## config.mk

```make
export PLATFORM = sky130hd
export DESIGN_NAME = fetch_stage
export DESIGN_NICKNAME = d
export VERILOG_FILES = /design/src/logic/fetch_pkg.sv /design/src/logic/fetch_stage.sv
export VERILOG_INCLUDE_DIRS = /design/src /design/src/logic
export SDC_FILE = /design/constraint.sdc
export NUM_CORES = 1
export LEC_CHECK = 0
export BUFFER_PORTS_ARGS = -buffer_cell sky130_fd_sc_hd__buf_2
export CAP_MARGIN = 20
export CORE_AREA = 2 2 201 203
export CTS_CLUSTER_SIZE = 30
export DETAILED_ROUTE_END_ITERATION = 16
export DIE_AREA = 0 0 203 205
export PLACE_DENSITY = 0.53
export SETUP_SLACK_MARGIN = 0.02
export SLEW_MARGIN = 20
export SYNTH_ARGS = -nofsm -noshare
export SYNTH_HDL_FRONTEND = slang
export SYNTH_SLANG_ARGS = --single-unit
```

## constraint.sdc

```tcl
create_clock -name clock -period 6.45 [get_ports clock]
set_input_delay 0.3225 -clock clock [delete_from_list [all_inputs] [get_ports clock]]
set_output_delay 0.3225 -clock clock [all_outputs]
set_load 0.02 [all_outputs]
```

## src/logic/fetch_params.svh

```systemverilog
// fetch front end sizes; the line is fixed at 64 bits and QUEUE_DEPTH must be a power of two
`ifndef FETCH_PARAMS_SVH
`define FETCH_PARAMS_SVH

////////////////////
// line geometry
////////////////////

// instructions per 64-bit line, tied to the line width
`define FETCH_WIDTH 2

// lines in the instruction store, index wraps modulo this
`define IMEM_LINES 256

////////////////////
// queue sizing
////////////////////

// fetch queue entries (4, 8 or 16 all work)
`define QUEUE_DEPTH 8

////////////////////
// encodings
////////////////////

// no-op word, opcode field 6'h1f and all other bits zero
// must agree with fetch_pkg::op_noop
`define NOOP_INST 32'h7c00_0000

`endif
```

## src/logic/fetch_pkg.sv

```systemverilog
// shared fetch types; opcode values must stay in step with NOOP_INST in fetch_params.svh
`default_nettype none

`include "fetch_params.svh"

package fetch_pkg;

  ////////////////////
  // basic words
  ////////////////////

  typedef logic [63:0] pc_t;                      // byte address
  typedef logic [31:0] inst_t;                    // one instruction
  typedef logic [`FETCH_WIDTH*32-1:0] line_t;     // one memory line, slot 0 in the low word

  ////////////////////
  // instruction fields
  ////////////////////

  localparam int unsigned OPC_HI  = 31;           // opcode field
  localparam int unsigned OPC_LO  = 26;
  localparam int unsigned DISP_HI = 20;           // signed word displacement
  localparam int unsigned DISP_LO = 0;
  localparam int unsigned DISP_W  = DISP_HI - DISP_LO + 1;

  // top six bits; anything not listed behaves like op_alu
  typedef enum logic [5:0] {
    op_alu    = 6'h10,
    op_jump   = 6'h30,
    op_branch = 6'h39,
    op_noop   = 6'h1f
  } opcode_t;

  ////////////////////
  // queue entry
  ////////////////////

  typedef struct packed {
    inst_t inst;    // instruction word
    pc_t   pc;      // its own address
  } qslot_t;

endpackage

`default_nettype wire

```

## src/logic/fetch_stage.sv

```systemverilog
// PC register and line alignment; only redirect_valid overrides a stall, predictions do not
`default_nettype none

`include "fetch_params.svh"

module fetch_stage (
  input  wire logic             clock,
  input  wire logic             reset,
  input  wire logic             stall,           // queue nearly full
  input  wire logic             redirect_valid,  // mispredict from the resolving stage
  input  wire fetch_pkg::pc_t   redirect_pc,
  input  wire fetch_pkg::line_t mem_data,
  input  wire logic             mem_valid,
  input  wire logic             pred_taken0,
  input  wire logic             pred_taken1,
  input  wire fetch_pkg::pc_t   pred_target0,
  input  wire fetch_pkg::pc_t   pred_target1,
  output fetch_pkg::pc_t        mem_addr,
  output fetch_pkg::inst_t      inst0,
  output fetch_pkg::inst_t      inst1,
  output fetch_pkg::pc_t        pc0,
  output fetch_pkg::pc_t        pc1,
  output logic                  slot1_live,
  output logic                  push_valid0,
  output logic                  push_valid1
);

  fetch_pkg::pc_t pc_reg;        // address being fetched this cycle
  fetch_pkg::pc_t pc_plus_4;
  fetch_pkg::pc_t pc_plus_8;
  fetch_pkg::pc_t next_pc;
  logic           pc_en;
  logic           fetch_ok;      // line usable and queue has room

  ////////////////////
  // alignment
  ////////////////////

  assign mem_addr = {pc_reg[63:3], 3'b000};   // whole-line address

  // pc[2] set: upper word moves to slot 0, slot 1 padded
  assign inst0 = pc_reg[2] ? mem_data[63:32] : mem_data[31:0];
  assign inst1 = pc_reg[2] ? `NOOP_INST : mem_data[63:32];

  assign pc_plus_4 = pc_reg + 64'd4;
  assign pc_plus_8 = pc_reg + 64'd8;

  assign pc0        = pc_reg;
  assign pc1        = pc_plus_4;      // meaningless when slot 1 is padding
  assign slot1_live = !pc_reg[2];

  ////////////////////
  // next pc
  ////////////////////

  // redirect first, then slot 0 then slot 1 predictions, then sequential
  always_comb
  begin
    if (redirect_valid)
      next_pc = redirect_pc;
    else if (pred_taken0)
      next_pc = pred_target0;
    else if (slot1_live && pred_taken1)
      next_pc = pred_target1;
    else if (pc_reg[2])
      next_pc = pc_plus_4;            // odd word, only one slot used
    else
      next_pc = pc_plus_8;
  end

  assign fetch_ok = mem_valid && !stall;
  assign pc_en    = fetch_ok || redirect_valid;   // a held prediction is recomputed next cycle

  always_ff @(posedge clock)
  begin
    if (reset)
      pc_reg <= '0;                   // fetch starts at 0
    else if (pc_en)
      pc_reg <= next_pc;
  end

  ////////////////////
  // push valids
  ////////////////////

  assign push_valid0 = fetch_ok;
  // slot 1 dies behind a taken slot 0 or when it is padding
  assign push_valid1 = fetch_ok && slot1_live && !pred_taken0;

endmodule

`default_nettype wire

```

==> key figures <==
Critical path
  – CP peak stage delay: 990 ps
  – CP dominant cell by count: nand2_1
  – WS Path Type: flip-flop to output port
  – Critical path buffers and inverters: 1
  – Crit end category: output port
  – Reg-to-reg startpoint: pc0[4]
  – Startpoint types: flip-flop
  – Crit path required time: 6130 ps
  – Top Family by Delay on Critical Path: simple AND/OR/NAND/NOR gates
  – Critical Path, Cell by Cell: nand2_1, or4_4, nor4_2, nand2_1, nor3_1, xor2_1, buf_2
  – Reg-to-reg endpoint: pc0[51]
  – Worst Path Arrival: 3890 ps
  – Worst-path fanout max: 11
  – R2R setup slack: 3070 ps
  – Critical path's slowest cell: nor4_2
  – FF-to-FF path depth: 7

Global route
  – Global-route usage over all layers: 25.8%
  – First-pass GRT wire length: 77.9 mm
  – Number of global-route vias before repair: 10.8k
  – Largest net degree at the start of global routing: 85
  – GR peak layer: met2
  – Met3 GRT Util: 6.36%
  – Gr ovfl total: 0
  – Met1 Usage GRT: 31.4%
  – Initial antenna violation count: 10
  – Met2 Use GR: 44.2%

Timing
  – Fin. Hold Viols: 0
  – Worst Max-Slew Pin Slew: 1120 ps
  – Min Tclk post-route: 4210 ps
  – RSZ-0062 raised after global routing: no
  – PnR worst setup slack: 2240 ps
  – Clock skew: 13.0 ps
  – Crit share post-route: 65.3%
  – Final setup fails: 0
  – Relative slew slack: 25.0%
  – F_max: 237 MHz
  – Fin. max-slew vios: 0
  – Setup TNS: 0 ps

Placed design
  – IO buf count: 518
  – Pre-CTS setup slack: 2690 ps
  – Final HPWL DP: 44.2 mm
  – RePlAce Congestion: 0.945
  – Cells after DPL: 2118

Clocking
  – Htree depth: 3
  – CTS tree: yes
  – Clock buffer depth: 2
  – Hold bufs inserted after CTS: 0
  – Num CTS Buffers: 9
  – Worst-path clk slew: 70 ps
  – Root buffer cell: clkbuf_16
  – Post-cts resize count: 0
  – Worst skew pair latency: 360 ps
  – CTS sink count: 64
  – Post-CTS setup buffer count: 0

Power and ir drop
  – P per Cell Area: 171 nW/um2
  – P_leak: 0.00479 uW
  – Maximum vdd drop: 0.0000958 V

Floorplanning
  – Die width: 203 um
  – IO Pins: 522
  – Core Rows: 73
  – Die area: 41600 um2
  – Die Height: 205 um
  – Starting density of the core: 21.5%
  – Core Region: 39400 um2

Logic synthesis
  – Synth Instances: 1248
  – Post-synth EDFFs: 0
  – Synth Warn #: 0
  – Mapped Area: 8470 um2
  – Seq/Total Area, Yosys: 15.1%
  – FF+latch count, synth: 64
  – Yosys cell types: 84
  – Post-synth top flop: dfxtp_1
  – Syn Area/Cell: 6.78 um2
  – Ys async rst share: 0%

Layout
  – Area Overhead vs Synth: 32.6%
  – Share of cells above drive strength 1: 39.0%
  – Register area: 1280 um2
  – Fin cells: 2139
  – Fill count: 4480
  – Max reg flops: 64
  – Nets: 1871
  – Multi-input gate area: 6100 um2

Drt
  – Routed length per placed instance: 26.4 um
  – Pre-antenna DRT Iters: 6
  – 1st-iter DRT viols: 1074
  – DRC viols: 0
  – Antenna Violating Nets Remaining: 0
  – Post-DR vias/cell: 5.40
  – Final WL: 56.4 mm
  – Vias: 11.5k

Hold path
  – Hold path endpoint: pc0[2]
  – Hold Path Cell Cnt: 2
  – Worst min path class: input port to flip-flop
  – Hold_sp: redirect_pc[2]

Run
  – MaxCap Viol Count: 0

Outcome
  – Outcome: complete, no violations
-- synthesized netlist by cell type (13+ instances only) --
| cell | instances | area share, % |
|---|---|---|
| nand2_1 | 137 | 6.1 |
| a21oi_1 | 83 | 4.9 |
| nor2_1 | 82 | 3.6 |
| clkbuf_1 | 78 | 3.5 |
| o21ai_0 | 70 | 4.1 |
| buf_4 | 68 | 6.0 |
| dfxtp_1 | 64 | 15 |
| xnor2_1 | 59 | 6.1 |
| nand3_1 | 51 | 3.0 |
| nor3_1 | 48 | 2.8 |
| nand4_1 | 45 | 3.3 |
| mux2_2 | 34 | 4.5 |
| buf_2 | 31 | 1.8 |
| nor2b_1 | 31 | 2.3 |
| nor4_1 | 24 | 1.8 |
| inv_1 | 23 | 1.0 |
| xor2_1 | 23 | 2.4 |
| a211oi_1 | 22 | 2.0 |
| or3_1 | 22 | 1.6 |
| and3_1 | 15 | 1.1 |
| o22ai_1 | 15 | 1.1 |
| a311oi_1 | 14 | 1.4 |
| a31oi_1 | 14 | 1.0 |
| buf_1 | 13 | 0.58 |
| o211ai_1 | 13 | 1.2 |
-- layer usage --
metal / wire [um] / up-vias
met1: 22400 / 5583
li1: - / 5213
met3: 5010 / 94
met4: 1910 / 6
met5: 34 / -
met2: 27000 / 647
-- stage by stage --
stage	hold WS (ps)	area (um2)	util (%)	power, uW
final	196	11200	28.5	1920
after global routing	215	11200	28.5	2000
after CTS	193	11200	28.5	1930
after detailed placement	531	10900	27.6	1310
after global placement	507	10900	27.6	1310
after floorplan	459	8470	-	984
-- how the worst max path moves through the flow --
stage               startpoint      end  slack (ps)  cells past startpoint
floorplan              pc0[14]  pc1[43]        3540                      7
global placement        pc0[4]  pc1[63]        2680                      7
detailed placement     pc0[16]  pc1[43]        2690                      7
CTS                    pc0[16]  pc1[43]        2300                      7
global route           pc0[16]  pc1[43]        2110                      7
finish                 pc0[16]  pc1[43]        2240                      7
-- layout by cell type (no fill, tap or decap), types with 22 or more instances in the layout --
| master | instances |
|---|---|
| a211oi_1 | 22 |
| buf_2 | 518 |
| xnor2_1 | 59 |
| nand3_1 | 51 |
| o21ai_0 | 70 |
| or3_1 | 22 |
| nand4_1 | 45 |
| nor4_1 | 23 |
| nor2_1 | 82 |
| nor2b_1 | 30 |
| a21oi_1 | 83 |
| mux2_2 | 34 |
| xor2_1 | 23 |
| nand2_1 | 137 |
| dfxtp_1 | 63 |
| inv_1 | 23 |
| nor3_1 | 48 |
-- cell families after synthesis --
logic type / after synthesis / share of synthesized area [%]
and+or+nand+nor: 517 / 32.1
other: 1 / 0.0443
xor gates and xnor gates: 82 / 8.48
adders and majority gates: 4 / 0.591
muxes: 40 / 5.23
AOI/OAI and AO/OA: 324 / 25.3
DFF: 64 / 15.1
buffers and inverters: 216 / 13.1
-- where the power goes --
group	leakage (uW)	switching, uW	internal [uW]
Clock	0.000176	224	399
Sequential	0.000531	116	427
Combinational	0.00408	486	272
-- layout make-up --
cell class	count	area share [%]
diodes	5	0.111
flip-flops and latches	64	11.4
inverters	25	0.836
multi-input cells	970	54.3
clock inverters	5	0.903
clock buffers	11	2.25
well taps	525	5.85
repair buffers	534	24.3
(Power assumes the default switching activity.)
