### src/logic/fetch_params.svh
// fetch front end sizes; the line is fixed at 64 bits and QUEUE_DEPTH must be a power of two
`ifndef FETCH_PARAMS_SVH
`define FETCH_PARAMS_SVH

////////////////////
// line geometry
////////////////////

// instructions per 64-bit line, tied to the line width
`define FETCH_WIDTH 2

// lines in the instruction store, index wraps modulo this
`define IMEM_LINES 256

////////////////////
// queue sizing
////////////////////

// fetch queue entries (4, 8 or 16 all work)
`define QUEUE_DEPTH 8

////////////////////
// encodings
////////////////////

// no-op word, opcode field 6'h1f and all other bits zero
// must agree with fetch_pkg::op_noop
`define NOOP_INST 32'h7c00_0000

`endif
### src/logic/fetch_pkg.sv
// shared fetch types; opcode values must stay in step with NOOP_INST in fetch_params.svh
`default_nettype none

`include "fetch_params.svh"

package fetch_pkg;

  ////////////////////
  // basic words
  ////////////////////

  typedef logic [63:0] pc_t;                      // byte address
  typedef logic [31:0] inst_t;                    // one instruction
  typedef logic [`FETCH_WIDTH*32-1:0] line_t;     // one memory line, slot 0 in the low word

  ////////////////////
  // instruction fields
  ////////////////////

  localparam int unsigned OPC_HI  = 31;           // opcode field
  localparam int unsigned OPC_LO  = 26;
  localparam int unsigned DISP_HI = 20;           // signed word displacement
  localparam int unsigned DISP_LO = 0;
  localparam int unsigned DISP_W  = DISP_HI - DISP_LO + 1;

  // top six bits; anything not listed behaves like op_alu
  typedef enum logic [5:0] {
    op_alu    = 6'h10,
    op_jump   = 6'h30,
    op_branch = 6'h39,
    op_noop   = 6'h1f
  } opcode_t;

  ////////////////////
  // queue entry
  ////////////////////

  typedef struct packed {
    inst_t inst;    // instruction word
    pc_t   pc;      // its own address
  } qslot_t;

endpackage

`default_nettype wire

### src/logic/fetch_queue.sv
// circular fetch queue; takes two per cycle in slot order, gives one, DEPTH a power of two
`default_nettype none

`include "fetch_params.svh"

module fetch_queue #(
  parameter int DEPTH = `QUEUE_DEPTH
) (
  input  wire logic             clock,
  input  wire logic             reset,
  input  wire logic             flush,         // redirect drops everything
  input  wire logic             push_valid0,
  input  wire logic             push_valid1,
  input  wire fetch_pkg::inst_t push_inst0,
  input  wire fetch_pkg::inst_t push_inst1,
  input  wire fetch_pkg::pc_t   push_pc0,
  input  wire fetch_pkg::pc_t   push_pc1,
  input  wire logic             out_ready,
  output logic                  out_valid,
  output fetch_pkg::inst_t      out_inst,
  output fetch_pkg::pc_t        out_pc,
  output logic                  stall
);

  localparam int PW = $clog2(DEPTH);    // pointer width
  localparam int CW = PW + 1;           // count reaches DEPTH
  localparam logic [CW-1:0] STALL_AT = CW'(DEPTH - 2);

  fetch_pkg::qslot_t slots [DEPTH];     // payload only, no reset

  logic [PW-1:0] head;                  // oldest entry
  logic [PW-1:0] tail;                  // next free entry
  logic [CW-1:0] count;
  logic [1:0]    push_n;                // entries written this cycle
  logic          pop;

  ////////////////////
  // handshake
  ////////////////////

  assign out_valid = (count != '0);
  assign out_inst  = slots[head].inst;  // steady while not popped
  assign out_pc    = slots[head].pc;
  assign pop       = out_valid && out_ready;

  // under two free entries, a full line could not fit
  assign stall = (count > STALL_AT);

  // slot 1 never pushes alone
  always_comb
  begin
    if (push_valid0 && push_valid1)
      push_n = 2'd2;
    else if (push_valid0)
      push_n = 2'd1;
    else
      push_n = 2'd0;
  end

  ////////////////////
  // storage
  ////////////////////

  always_ff @(posedge clock)
  begin
    if (!flush)
    begin
      if (push_valid0)
        slots[tail] <= '{inst: push_inst0, pc: push_pc0};
      if (push_valid1)
        slots[tail + PW'(1)] <= '{inst: push_inst1, pc: push_pc1};   // wraps with PW bits
    end
  end

  ////////////////////
  // pointers and count
  ////////////////////

  always_ff @(posedge clock)
  begin
    if (reset || flush)
    begin
      head  <= '0;
      tail  <= '0;
      count <= '0;
    end
    else
    begin
      if (pop)
        head <= head + PW'(1);
      tail  <= tail + PW'(push_n);
      count <= count + CW'(push_n) - CW'(pop);
    end
  end

endmodule

`default_nettype wire

### config.mk
export PLATFORM = sky130hd
export DESIGN_NAME = fetch_queue
export DESIGN_NICKNAME = d
export VERILOG_FILES = /design/src/logic/fetch_pkg.sv /design/src/logic/fetch_queue.sv
export VERILOG_INCLUDE_DIRS = /design/src /design/src/logic
export SDC_FILE = /design/constraint.sdc
export NUM_CORES = 1
export LEC_CHECK = 0
export BUFFER_PORTS_ARGS = -buffer_cell sky130_fd_sc_hd__buf_2
export CORE_MARGIN = 1
export CORE_UTILIZATION = 50
export DETAILED_ROUTE_END_ITERATION = 6
export MAX_ROUTING_LAYER = met4
export PLACE_DENSITY = 0.68
export SLEW_MARGIN = 25
export SYNTH_ARGS = -nofsm -noshare
export SYNTH_HDL_FRONTEND = slang
export SYNTH_SLANG_ARGS = --single-unit
### constraint.sdc
create_clock -name clock -period 12.73 [get_ports clock]
set_input_delay 2.546 -clock clock [delete_from_list [all_inputs] [get_ports clock]]
set_output_delay 2.546 -clock clock [all_outputs]
set_load 0.01 [all_outputs]
==> run summary <==
The run finished with clean final reports. Max-cap violations in this run came to 0. The number of hold buffers added after CTS was 0. The die covers 78500 µm².

In this run the vertical extent of the chip is 280 µm. The logs give 98900 µm for the total wire length after detailed routing and 0 for the post-CTS resize count. The number of vias per cell was 6.02; the setup violation total in the final timing report was 0. The cell area power density is 132 nW/µm². The logs give 0 ns for the setup TNS after final layout and 2056 for the gate count after technology mapping. The aggregate global-route resource usage is 26.1%.

The switching share of total power is 21.8%. The tools report the maximum resistive drop on vdd as 0.0911 mV. Entering global routing, the biggest net connects 113 pins. The standby leakage power came out at 14.6 nW. The number of placement rows is 101, and the die span in x is 280 µm. Of the cells placed in the final design, the portion with a size suffix greater than 1 is 63.5%. The initial utilization of the core area, before any placement, comes to 50.7%.

Clock-pin slew was measured on the worst setup and hold paths at 0.06 ns. During placement, the flow inserted port buffers numbering 295. The worst setup path category was reg -> out.

The H-tree was split into 3 levels. The pre-antenna-repair detailed-routing pass consisted of 5 iterations. Measured against its own limit, the worst slew margin works out to 28.0%. The met3 routing resource usage after global routing was 6.24%. The worst slack on hold paths was 0.539 ns.

The count of final hold-check violations was 0. Of all nets on the critical path, the largest fanout is 66. Most instantiated flip-flop cell in the synthesis netlist: sky130_fd_sc_hd__edfxtp_1.

The number of distinct library cells after synthesis is 39. The signed area change from the synthesized netlist to the final layout is 14.1%. For the count of fill cells added during filler insertion, the log shows 5807. In this run the remaining antenna-violating nets after routing total 0. The run gives 0 as the residual DRC count.

The tools report the clock root buffer as sky130_fd_sc_hd__clkbuf_16. The post-route clock period utilization is 51.5%, and the wire length per cell is 28.4 µm. For this design the top-level I/O count stands at 296. The achievable clock frequency was 153 MHz; the number of synthesized flops with an enable pin was 768. The tools report the TritonCTS sink count as 781. At the worst endpoint, the required time is 10.18 ns.

The core region is 76300 µm². The flip-flop and latch count after synthesis is 781. STA puts the critical path data arrival time at 4.01 ns. The switching power total was 0.00128 W; the post-CTS setup buffer count was 0.

After legalization and detailed placement, the total HPWL measured 54200 µm. Yosys printed 0 warnings. Sequential cells were found to cover 60.2% of the synthesized design area. The number of antenna violations at the first check in global routing came out at 37. The path class of the tightest hold or removal check is reg -> reg.

For the number of design-rule violations left by the first detailed-router iteration, the log shows 1805. The clock passes through at most 3 buffers. The clock period minus final worst setup slack is 6.55 ns, and the total via count in the routed design is 20900.

Summing every instance area after synthesis gives 38700 µm². The first global-routing pass estimated 146000 µm of wire. The average cell area after synthesis is 18.8 µm². The share of synthesized registers carrying an async set or reset works out to 0%.

For the number of global-route vias before repair, the log shows 22300. Setup repair after global routing left no endpoint under its margin. In this run the most used layer during global routing was met2. The global-route met2 utilization was 41.1%; the global-route met1 utilization was 34.0%. TritonCTS created 85 clock buffers. The portion of total power attributed to sequential cells was 49.7%.

The internal portion of the total power is 0.00457 W. Global placer's final weighted congestion: 0.790. TritonCTS built the clock tree. Of the total power, combinational logic draws 8.2%.

The clock arrives with 0.0161 ns of skew. After global routing the overflow that remains totals 0. The transition time at the pin with the least slew margin came out at 1.08 ns.

The clock network accounts for 42.1% of the total power. The clock reaches the later pin of the worst-skew pair after 0.62 ns. The worst setup path is launched from a flop. Counting every net in the synthesized netlist gives 2265. For the final-report max-slew violation count, the log shows 0. In the final design database the tool counted 2552 nets. The type of element capturing the critical path is an output port.
worst max-delay path, stage by stage, from the launching register on:
cell and delay (ns):
sky130_fd_sc_hd__dfxtp_4 0.80, sky130_fd_sc_hd__buf_4 0.91, sky130_fd_sc_hd__buf_4 0.67, sky130_fd_sc_hd__mux4_2 0.43, sky130_fd_sc_hd__mux2_2 0.30, sky130_fd_sc_hd__buf_2 0.15
path summary, 6_finish.rpt:
| path | start | endpoint | slack (ns) | cells after the start |
|---|---|---|---|---|
| min | head[2] | head[2] | 0.54 | 2 |
| max reg2reg | tail[1] | slots[4][64] | 8.15 | 7 |
| min reg2reg | head[2] | head[2] | 0.54 | 2 |
| max | flop | out_inst[1] | 6.18 | 5 |
flip-flops by register name, indices dropped and copies added (netlist names), named ones only:
| name | count |
|---|---|
| head | 3 |
| tail | 3 |
| count | 4 |
| slots | 768 |
metrics by stage:
step / setup WS (ns) / std cells / instance area [µm²] / power, W / utilization, %
after floorplan: 1.80 / 2056 / 38700 / 0.00325 / -
after global placement: 6.30 / 3281 / 41200 / 0.00342 / 54.0
after detailed placement: 6.26 / 3281 / 41200 / 0.00344 / 54.0
after CTS: 5.60 / 3434 / 44000 / 0.00589 / 57.6
after global routing: 6.08 / 3473 / 44200 / 0.00602 / 57.9
final: 6.18 / 3476 / 44200 / 0.00585 / 57.9
cell type report:
cell class                      count  area (µm²)  area share (%)
Sequential cell                   781       23300            52.8
Multi-Input combinational cell   1130       14800            33.5
Tap cell                         1030        1290            2.92
Inverter                            8        30.0          0.0680
Clock inverter                     52         503            1.14
Clock buffer                      101        2230            5.05
Antenna cell                       37        92.6           0.210
Timing Repair Buffer              337        1890            4.29
kinds of logic after synthesis:
logic type / after synthesis / share of synthesized area, %
buffers and inverters: 145 / 1.98
AOI/OAI and AO/OA: 17 / 0.258
adders and majority gates: 11 / 0.394
muxes: 1060 / 36.4
xor gates and xnor gates: 4 / 0.129
DFF: 781 / 60.2
and+or+nand+nor: 38 / 0.595
power groups by stage:
stage               logic (W)  clock network, W  registers (W)
floorplan            0.000292                 0        0.00296
global placement     0.000462                 0        0.00296
detailed placement   0.000476                 0        0.00297
CTS                  0.000480           0.00250        0.00291
global route         0.000520           0.00259        0.00291
finish               0.000482           0.00246        0.00291
cells in the mapped netlist (3+ instances only):
library cell	number	area share [%]
sky130_fd_sc_hd__mux2_2	854	25
sky130_fd_sc_hd__edfxtp_1	768	60
sky130_fd_sc_hd__mux4_2	192	11
sky130_fd_sc_hd__buf_2	78	1.0
sky130_fd_sc_hd__clkbuf_1	34	0.33
sky130_fd_sc_hd__buf_4	17	0.33
sky130_fd_sc_hd__dfxtp_1	13	0.67
sky130_fd_sc_hd__nand2_1	12	0.12
sky130_fd_sc_hd__mux2_1	11	0.32
sky130_fd_sc_hd__ha_1	9	0.29
sky130_fd_sc_hd__o21ai_0	9	0.12
sky130_fd_sc_hd__buf_6	8	0.23
sky130_fd_sc_hd__inv_1	8	0.078
sky130_fd_sc_hd__and2_1	4	0.065
sky130_fd_sc_hd__or3_1	4	0.065
sky130_fd_sc_hd__mux2i_1	3	0.078
metal layers:
| layer | part of all wire, % | wire length, µm | vias to the layer above |
|---|---|---|---|
| li1 | - | - | 9115 |
| met1 | 42 | 41300 | 11100 |
| met2 | 49 | 48600 | 650 |
| met3 | 7.5 | 7440 | 110 |
| met4 | 1.5 | 1520 | 0 |
| met5 | 0 | 0 | - |
layout by cell type (no fill, tap or decap), drive strengths merged, types with 2 or more instances in the layout:
| cell | Yosys | layout |
|---|---|---|
| clkinv | 0 | 37 |
| bufinv | 0 | 10 |
| nand3 | 3 | 3 |
| mux2 | 865 | 865 |
| o31ai | 2 | 2 |
| nor3b | 2 | 2 |
| edfxtp | 768 | 768 |
| buf | 103 | 337 |
| o211ai | 2 | 2 |
| o22ai | 2 | 2 |
| mux2i | 3 | 3 |
| clkinvlp | 0 | 4 |
| o21ai | 9 | 9 |
| and2 | 4 | 4 |
| nand2b | 2 | 2 |
| xnor2 | 3 | 3 |
| dfxtp | 13 | 13 |
| diode | 0 | 37 |
| nor3 | 2 | 2 |
| fa | 2 | 2 |
| inv | 8 | 9 |
| ha | 9 | 9 |
| clkbuf | 34 | 101 |
| nor2 | 3 | 3 |
| nand2 | 12 | 12 |
| or3 | 4 | 4 |
| mux4 | 192 | 192 |
(Power assumes the default switching activity.)
