### src/logic/fetch_params.svh
// fetch front end sizes; the line is fixed at 64 bits and QUEUE_DEPTH must be a power of two
`ifndef FETCH_PARAMS_SVH
`define FETCH_PARAMS_SVH

////////////////////
// line geometry
////////////////////

// instructions per 64-bit line, tied to the line width
`define FETCH_WIDTH 2

// lines in the instruction store, index wraps modulo this
`define IMEM_LINES 256

////////////////////
// queue sizing
////////////////////

// fetch queue entries (4, 8 or 16 all work)
`define QUEUE_DEPTH 8

////////////////////
// encodings
////////////////////

// no-op word, opcode field 6'h1f and all other bits zero
// must agree with fetch_pkg::op_noop
`define NOOP_INST 32'h7c00_0000

`endif
### src/logic/fetch_pkg.sv
// shared fetch types; opcode values must stay in step with NOOP_INST in fetch_params.svh
`default_nettype none

`include "fetch_params.svh"

package fetch_pkg;

  ////////////////////
  // basic words
  ////////////////////

  typedef logic [63:0] pc_t;                      // byte address
  typedef logic [31:0] inst_t;                    // one instruction
  typedef logic [`FETCH_WIDTH*32-1:0] line_t;     // one memory line, slot 0 in the low word

  ////////////////////
  // instruction fields
  ////////////////////

  localparam int unsigned OPC_HI  = 31;           // opcode field
  localparam int unsigned OPC_LO  = 26;
  localparam int unsigned DISP_HI = 20;           // signed word displacement
  localparam int unsigned DISP_LO = 0;
  localparam int unsigned DISP_W  = DISP_HI - DISP_LO + 1;

  // top six bits; anything not listed behaves like op_alu
  typedef enum logic [5:0] {
    op_alu    = 6'h10,
    op_jump   = 6'h30,
    op_branch = 6'h39,
    op_noop   = 6'h1f
  } opcode_t;

  ////////////////////
  // queue entry
  ////////////////////

  typedef struct packed {
    inst_t inst;    // instruction word
    pc_t   pc;      // its own address
  } qslot_t;

endpackage

`default_nettype wire

### src/logic/branch_predecode.sv
// static predecode only: jumps taken, backward branches taken, no history kept
`default_nettype none

module branch_predecode (
  input  wire fetch_pkg::inst_t inst0,
  input  wire fetch_pkg::inst_t inst1,
  input  wire fetch_pkg::pc_t   pc0,
  input  wire fetch_pkg::pc_t   pc1,
  input  wire logic             slot1_live,
  output logic                  pred_taken0,
  output logic                  pred_taken1,
  output fetch_pkg::pc_t        pred_target0,
  output fetch_pkg::pc_t        pred_target1
);

  localparam int unsigned DW = fetch_pkg::DISP_W;

  fetch_pkg::opcode_t op0;        // slot opcodes
  fetch_pkg::opcode_t op1;
  logic [DW-1:0]      disp0;      // raw displacement fields
  logic [DW-1:0]      disp1;

  ////////////////////
  // helpers
  ////////////////////

  // direction from opcode and displacement sign
  function automatic logic is_taken(input fetch_pkg::opcode_t op, input logic [DW-1:0] disp);
    logic taken;
    case (op)
      fetch_pkg::op_jump:   taken = 1'b1;          // always
      fetch_pkg::op_branch: taken = disp[DW-1];    // backward only
      default:              taken = 1'b0;          // alu, noop and unknown codes
    endcase
    return taken;
  endfunction

  // slot pc + 4 + 4 * sext(disp)
  function automatic fetch_pkg::pc_t target_of(input fetch_pkg::pc_t pc,
                                               input logic [DW-1:0] disp);
    fetch_pkg::pc_t offset;
    offset = {{(64 - DW - 2){disp[DW-1]}}, disp, 2'b00};
    return pc + 64'd4 + offset;
  endfunction

  ////////////////////
  // field extraction
  ////////////////////

  assign op0   = fetch_pkg::opcode_t'(inst0[fetch_pkg::OPC_HI:fetch_pkg::OPC_LO]);
  assign op1   = fetch_pkg::opcode_t'(inst1[fetch_pkg::OPC_HI:fetch_pkg::OPC_LO]);
  assign disp0 = inst0[fetch_pkg::DISP_HI:fetch_pkg::DISP_LO];
  assign disp1 = inst1[fetch_pkg::DISP_HI:fetch_pkg::DISP_LO];

  ////////////////////
  // predictions
  ////////////////////

  assign pred_taken0  = is_taken(op0, disp0);
  assign pred_taken1  = slot1_live && is_taken(op1, disp1);   // padding never predicts
  assign pred_target0 = target_of(pc0, disp0);
  assign pred_target1 = target_of(pc1, disp1);

endmodule

`default_nettype wire

### config.mk
export PLATFORM = sky130hd
export DESIGN_NAME = branch_predecode
export DESIGN_NICKNAME = d
export VERILOG_FILES = /design/src/logic/fetch_pkg.sv /design/src/logic/branch_predecode.sv
export VERILOG_INCLUDE_DIRS = /design/src /design/src/logic
export SDC_FILE = /design/constraint.sdc
export NUM_CORES = 1
export LEC_CHECK = 0
export BUFFER_PORTS_ARGS = -buffer_cell sky130_fd_sc_hd__buf_4
export CORE_UTILIZATION = 53
export DETAILED_ROUTE_END_ITERATION = 8
export PLACE_DENSITY_LB_ADDON = 0.12
export SLEW_MARGIN = 10
export SYNTH_ARGS = -nofsm -noshare
export SYNTH_HDL_FRONTEND = slang
export SYNTH_SLANG_ARGS = --single-unit
### constraint.sdc
create_clock -name vclk -period 4.6
set_clock_uncertainty 0.1 [all_clocks]
set_input_delay 0.69 -clock vclk [all_inputs]
set_output_delay 0.69 -clock vclk [all_outputs]
set_load 0.05 [all_outputs]
==> reports/qor.json, run 1 <==
{
  "static_leakage": {"value": 0.00628, "unit": "uW"},
  "flops_and_latches": {"value": 0},
  "worst_hold_path.num_cells": {"value": 0},
  "avgRoutedWirePerCell": {"value": 15.8, "unit": "um"},
  "max-vdd-ir-drop": {"value": 264, "unit": "uV"},
  "netlist-cell-type-count": {"value": 72},
  "fp.dieW": {"value": 131, "unit": "um"},
  "fin_nets": {"value": 1984},
  "worstMarginPinSlew": {"value": 0.465, "unit": "ns"},
  "grt_first_pass_wirelength": {"value": 45.6, "unit": "mm"},
  "drt_iter0_markers": {"value": 556},
  "switchingPower": {"value": 2280, "unit": "uW"},
  "clock_power_share": {"value": 0, "unit": "%"},
  "worst_setup_path_start_kind": {"value": "input port"},
  "timing.max_slew.rel_slack": {"value": 68.7, "unit": "%"},
  "main_combinational_cell_family_by_area_after_synthesis": {"value": "adder cells"},
  "via_count": {"value": 10400},
  "post_synth_most_frequent_cells": {"value": "242 x ha_1, 136 x a21oi_1, 96 x nand2_1"},
  "crit_path_end_kind": {"value": "output port"},
  "worst-path-stages": {"value": 14},
  "drv.max_cap_violation_count": {"value": 0},
  "powerDensity": {"value": 292, "unit": "nW/um2"},
  "data_required_time_at_the_worst_endpoint": {"value": 3.81, "unit": "ns"},
  "antenna_found_initial": {"value": 0},
  "drt_first_pass_iters": {"value": 5},
  "drt-vias-per-instance": {"value": 5.92},
  "finalSetupViolCount": {"value": 0},
  "pre_cts_slack": {"value": -0.104, "unit": "ns"},
  "fillers": {"value": 1338},
  "crit_family": {"value": "compound AO/OA/AOI/OAI gates"},
  "fp.dieArea": {"value": 17200, "unit": "um2"},
  "place.gp.congestion": {"value": 0.940},
  "synth_top_cell_area_share": {"value": 34.2, "unit": "%"},
  "cpMaxStageDelayCell": {"value": "fa_1"},
  "netSwitchingFraction": {"value": 64.9, "unit": "%"},
  "gr-total-overflow": {"value": 0},
  "synth_top_cells_by_area": {"value": "ha_1 34%, a21oi_1 7.7%, xnor2_1 7.0%"},
  "grt_max_degree": {"value": 20},
  "critPathKind": {"value": "in -> out"},
  "pwr-share-seq": {"value": 0, "unit": "%"},
  "ys_warn_count": {"value": 0},
  "intPower": {"value": 1230, "unit": "uW"},
  "synth_compound_gate_area_share": {"value": 31.5, "unit": "%"},
  "final_antenna_violating_net_count": {"value": 0},
  "synth.avg_cell_area": {"value": 7.36, "unit": "um2"},
  "grt_pass1_vias": {"value": 10000},
  "syn_inst": {"value": 1203},
  "finalWirelength": {"value": 27.8, "unit": "mm"},
  "muxShareOfSynthArea": {"value": 0.339, "unit": "%"},
  "numPortBuffers": {"value": 305},
  "drt_drc_violations_left": {"value": 0},
  "initial_utilization": {"value": 54.9, "unit": "%"},
  "setup_tns": {"value": 0, "unit": "ns"},
  "min_from": {"value": "pc0[0]"},
  "slew_viol_final": {"value": 0},
  "diodes": {"value": 0},
  "post_synth_instance_area": {"value": 8850, "unit": "um2"},
  "grt_usage": {"value": 30.7, "unit": "%"},
  "seq_area_frac_synth": {"value": 0, "unit": "%"},
  "run_status": {"value": "completed"},
  "critical_path.cell_chain": {"value": "buf_4 -> ha_1 -> ha_1 -> fa_1 -> a211oi_2 -> o21bai_1 -> a21oi_2 -> o211ai_4 -> a311oi_2 -> nor2_4 -> buf_4 -> a21boi_0 -> xnor2_1 -> buf_4"},
  "fmax": {"value": 0.221, "unit": "GHz"},
  "post-synth-top-count-cell": {"value": "ha_1"},
  "timing.final.ws_setup": {"value": 0.0782, "unit": "ns"},
  "combPwrFrac": {"value": 100.0, "unit": "%"},
  "fp.coreArea": {"value": 16100, "unit": "um2"},
  "hold_path_end": {"value": "pred_target0[0]"},
  "worst_hold_path_type": {"value": "in -> out"},
  "ff_latch_area": {"value": 0, "unit": "um2"},
  "rsz0062_at_grt": {"value": "true"},
  "critPathMaxFanout": {"value": 4},
  "n_clock_buffer": {"value": 0},
  "place.detailed.hpwl": {"value": 24.0, "unit": "mm"},
  "critical-path-max-stage-delay": {"value": 0.42, "unit": "ns"},
  "netlist.top_cell.by_area": {"value": "ha_1"},
  "synthAdderAreaFrac": {"value": 34.6, "unit": "%"},
  "synth_simple_gate_area_share": {"value": 17.4, "unit": "%"},
  "post_route_cells_drive_above_1_share": {"value": 29.0, "unit": "%"},
  "yosys.area_share.xor_xnor": {"value": 11.5, "unit": "%"},
  "cts-hold-fix-buffers": {"value": 0},
  "cp_common_cell": {"value": "buf_4"},
  "die_h": {"value": 131, "unit": "um"},
  "syn2layout_area_growth": {"value": 35.7, "unit": "%"},
  "synth.net_count": {"value": 1640},
  "worst-path-buf-inv": {"value": 3},
  "finalHoldWorstSlack": {"value": 1.28, "unit": "ns"},
  "timing.final.crit_period": {"value": 4.52, "unit": "ns"},
  "floorplan.io_pins": {"value": 323},
  "floorplan.rows": {"value": 46},
  "timing.critical_path.arrival": {"value": 3.73, "unit": "ns"},
  "final.period_utilization": {"value": 98.3, "unit": "%"},
  "timing_hold_violations_final": {"value": 0}
}
[per-stage QoR]
step	total power [uW]	utilization, %	std cells	instance area (um2)
after floorplan	2400	-	1203	8920
after global placement	3400	73.5	1756	11800
after detailed placement	3430	73.5	1756	11800
after CTS	3450	73.6	1756	11900
after global routing	3720	74.5	1761	12000
final	3500	74.5	1761	12000
[final cells by class]
type	count	area, um2	share of cell area, %
inverters	45	169	1.41
multi-input cells	1112	8630	71.9
repair buffers	388	2940	24.5
well taps	216	270	2.25
[cells in the final DEF (no fill, tap or decap), drive strengths merged, types with 12 or more instances in the layout]
master,instances
a21o,63
a21oi,136
buf,388
nand2b,12
nor2,83
inv,45
nand3,23
and3,14
o211ai,16
o21a,17
xnor2,71
nand4,37
o21ai,80
xor2,45
nor3,15
ha,242
a211oi,17
o21bai,27
nand2,98
a31oi,18
[power by group through the flow]
stage,Sequential [uW],Combinational (uW),Clock (uW)
6_report,0,3500,0
5_1_grt,0,3720,0
4_1_cts,0,3450,0
3_5_place_dp,0,3430,0
3_3_place_gp,0,3400,0
2_1_floorplan,0,2400,0
[kinds of logic after synthesis]
| kind of cell | after synthesis |
|---|---|
| AO/OA/AOI/OAI | 431 |
| multiplexers | 3 |
| AND/OR/NAND/NOR | 318 |
| XOR/XNOR | 116 |
| buffers and inverters | 91 |
| adder cells (fa/ha/maj) | 244 |
[per-layer routing]
| metal | track usage (%) | part of all wire [%] | vias to the layer above |
|---|---|---|---|
| met1 | 38.7 | 43 | 4732 |
| met4 | 10.5 | 3.5 | 0 |
| met3 | 3.47 | 6.9 | 66 |
| li1 | - | - | 5202 |
| met5 | 0 | 0 | - |
| met2 | 53.7 | 47 | 429 |
[worst max-delay path by stage]
stage / from / end / slack, ns
6_report: inst0[1] / pred_target0[45] / 0.08
5_1_grt: inst0[20] / pred_target0[45] / -0.03
4_1_cts: inst0[1] / pred_target0[58] / 0.0002
3_5_place_dp: inst0[1] / pred_target0[61] / -0.10
3_3_place_gp: inst0[1] / pred_target0[57] / -0.03
2_1_floorplan: inst1[1] / pred_target1[55] / 0.02
[what timing repair did]
action                                  in CTS  in global routing
endpoints found under the setup margin       9                 31
setup buffers                                0                  5
resized for setup                            6                 30
pin swaps                                    1                 10
Power figures use the tool's default switching activity.
==> run 2: changes to the inputs <==
- PLACE_DENSITY: unset -> 0.85
- PLACE_DENSITY_LB_ADDON: 0.12 -> unset
==> run 2 against run 1 <==
  * Setup slack gained 0.055 ns
  * Critical path type unchanged
  * Hold slack unchanged
  * Combinational power is essentially flat
  * Maximum frequency grew 1.2%
  * Final area up 0.45%
  * Critical endpoint is now pred_target0[63]
  * Global-route usage fell by 0.56 points
  * Die area did not move
  * Power rose by 0.64%
  * Highest routed layer unchanged
  * Non-clock buffer count fell by 1
==> reports/qor.json, run 2 (same netlist as run 1, synthesis figures left out) <==
{
  "run_status": {"value": "completed"},
  "critical_path.cell_chain": {"value": "buf_4 -> ha_1 -> ha_1 -> buf_4 -> a21o_2 -> a21o_1 -> a21o_1 -> a41o_1 -> a32oi_1 -> nand3_2 -> a21o_1 -> o311ai_2 -> buf_6"},
  "n_clock_buffer": {"value": 0, "change": "unchanged"},
  "pre_cts_slack": {"value": -0.0464, "unit": "ns", "change": "+0.0577 ns"},
  "timing.max_slew.rel_slack": {"value": 67.9, "unit": "%", "change": "-0.78 points"},
  "timing.final.crit_period": {"value": 4.47, "unit": "ns", "change": "-0.0554 ns"},
  "multiInputGateArea": {"value": 8690, "unit": "um2", "change": "+0.62%"},
  "fp.dieW": {"value": 131, "unit": "um", "change": "unchanged"},
  "crit_path_end_kind": {"value": "output port"},
  "max-vdd-ir-drop": {"value": 363, "unit": "uV", "change": "+38%"},
  "gr-total-overflow": {"value": 0, "change": "unchanged"},
  "syn2layout_area_growth": {"value": 36.3, "unit": "%"},
  "routed-wl-met3": {"value": 1.84, "unit": "mm", "change": "-4.5%"},
  "critical-path-max-stage-delay": {"value": 0.37, "unit": "ns", "change": "-0.05 ns"},
  "data_required_time_at_the_worst_endpoint": {"value": 3.81, "unit": "ns", "change": "about the same"},
  "antenna_found_initial": {"value": 0, "change": "unchanged"},
  "numPortBuffers": {"value": 305, "change": "unchanged"},
  "intPower": {"value": 1240, "unit": "uW", "change": "+0.63%"},
  "final_antenna_violating_net_count": {"value": 0, "change": "unchanged"},
  "drt_drc_violations_left": {"value": 0, "change": "unchanged"},
  "highest_signal_layer": {"value": "met4"},
  "worstMarginPinSlew": {"value": 0.478, "unit": "ns", "change": "+0.0122 ns"},
  "grt_first_pass_wirelength": {"value": 45.0, "unit": "mm", "change": "-1.2%"},
  "worst_setup_path_start_kind": {"value": "input port"},
  "dr_wl_met2": {"value": 13.6, "unit": "mm", "change": "+4.2%"},
  "flops_and_latches": {"value": 0, "change": "unchanged"},
  "fmax": {"value": 0.224, "unit": "GHz", "change": "+1.2%"},
  "drt_first_pass_iters": {"value": 5, "change": "unchanged"},
  "static_leakage": {"value": 0.00628, "unit": "uW", "change": "about the same"},
  "wl_met1": {"value": 12.1, "unit": "mm", "change": "+2.2%"},
  "grt_usage": {"value": 30.1, "unit": "%", "change": "-0.56 points"},
  "finalSetupViolCount": {"value": 0, "change": "unchanged"},
  "floorplan.rows": {"value": 46, "change": "unchanged"},
  "cp_common_cell": {"value": "a21o_1"},
  "slew_viol_final": {"value": 0, "change": "unchanged"},
  "final_common_cell": {"value": "buf_4"},
  "fp.dieArea": {"value": 17200, "unit": "um2", "change": "unchanged"},
  "powerDensity": {"value": 292, "unit": "nW/um2", "change": "+0.19%"},
  "drt-vias-per-instance": {"value": 6.03, "change": "+1.9%"},
  "via_count": {"value": 10600, "change": "+1.8%"},
  "fillers": {"value": 1265, "change": "-5.5%"},
  "timing_hold_violations_final": {"value": 0, "change": "unchanged"},
  "final.period_utilization": {"value": 97.1, "unit": "%", "change": "-1.2 points"},
  "fin_total_pwr": {"value": 3530, "unit": "uW", "change": "+0.64%"},
  "clock_power_share": {"value": 0, "unit": "%", "change": "unchanged"},
  "place.detailed.hpwl": {"value": 23.9, "unit": "mm", "change": "-0.29%"},
  "critPathKind": {"value": "in -> out"},
  "pwr-share-seq": {"value": 0, "unit": "%", "change": "unchanged"},
  "cts-hold-fix-buffers": {"value": 0, "change": "unchanged"},
  "avgRoutedWirePerCell": {"value": 16.0, "unit": "um", "change": "+1.7%"},
  "fp.coreArea": {"value": 16100, "unit": "um2", "change": "unchanged"},
  "netSwitchingFraction": {"value": 64.9, "unit": "%", "change": "about the same"},
  "worst_hold_path_type": {"value": "in -> out"},
  "post_route_cells_drive_above_1_share": {"value": 29.1, "unit": "%", "change": "+0.084 points"},
  "finalWirelength": {"value": 28.2, "unit": "mm", "change": "+1.7%"},
  "combPwrFrac": {"value": 100.0, "unit": "%", "change": "about the same"},
  "die_h": {"value": 131, "unit": "um", "change": "unchanged"},
  "floorplan.io_pins": {"value": 323, "change": "unchanged"},
  "place.gp.congestion": {"value": 0.933, "change": "-0.71%"},
  "initial_utilization": {"value": 54.9, "unit": "%", "change": "unchanged"},
  "timing.critical_path.arrival": {"value": 3.68, "unit": "ns", "change": "-0.05 ns"},
  "timing.final.ws_setup": {"value": 0.134, "unit": "ns", "change": "+0.0554 ns"},
  "critPathMaxFanout": {"value": 5, "change": "+1"},
  "cpMaxStageDelayCell": {"value": "o311ai_2"},
  "diodes": {"value": 0, "change": "unchanged"},
  "grt_pass1_vias": {"value": 9901, "change": "-1.4%"},
  "drt_iter0_markers": {"value": 709, "change": "+28%"},
  "drv.max_cap_violation_count": {"value": 0, "change": "unchanged"},
  "grt_max_degree": {"value": 23, "change": "+15%"},
  "ff_latch_area": {"value": 0, "unit": "um2", "change": "unchanged"},
  "layout.cells.most_common_list": {"value": "381 x buf_4, 237 x ha_1, 130 x a21oi_1"},
  "fin_nets": {"value": 1983, "change": "-0.050%"},
  "switchingPower": {"value": 2290, "unit": "uW", "change": "+0.64%"}
}
[run 2: cell count changes in the layout (fill, tap and decap cells not counted), sizes merged]
| cell | change |
|---|---|
| buf | -1 |
[run 2: worst paths after layout]
path	startpoint	endpoint	slack [ns]	cells after the start
setup / recovery	pc0[20]	pred_target0[63]	0.13	13
hold / removal	pc0[1]	pred_target0[1]	1.28	0
[run 2: cell type report]
| cell class | instances | share of cell area (%) |
|---|---|---|
| inverter | 45 | 1.40 |
| multi-input combinational | 1112 | 72.0 |
| tap | 216 | 2.24 |
| timing repair buffer | 387 | 24.4 |
[run 2: routing by layer]
layer / up-vias / track usage [%]
met1: 4879 / 39.1
met4: 0 / 6.98
met2: 481 / 53.9
met3: 49 / 2.12
li1: 5210 / -
met5: - / 0
[run 2: power groups by stage]
stage / logic (uW) / clock network [uW] / registers [uW]
finish: 3530 / 0 / 0
global route: 3730 / 0 / 0
CTS: 3450 / 0 / 0
detailed placement: 3430 / 0 / 0
global placement: 3390 / 0 / 0
floorplan: 2400 / 0 / 0
[run 2: what timing repair did]
action | 4_1_cts | 5_1_grt
buffers inserted | 0 | 6
pin swaps | 1 | 21
gates resized for setup | 7 | 40
setup endpoints to repair | 9 | 35
cloned | 0 | 0
endpoints found under the hold margin | 0 | 0
[run 2: metrics by stage]
step                util [%]  hold WS [ns]  cells  instance area (um2)  setup TNS (ns)
floorplan                  -          1.45   1203                 8920               0
global placement        73.4          1.28   1754                11800         -0.0378
detailed placement      73.4          1.28   1754                11800          -0.158
CTS                     73.5          1.28   1754                11800               0
global route            74.9          1.28   1760                12100       -0.000898
finish                  74.9          1.28   1760                12100               0
[run 2: worst max-delay path: cells and delay by family]
family                   cells  cell delay, ns
buffers and inverters        3            0.51
AO/OA/AOI/OAI                7            1.70
AND/OR/NAND/NOR              1            0.17
adder cells (fa/ha/maj)      2            0.61
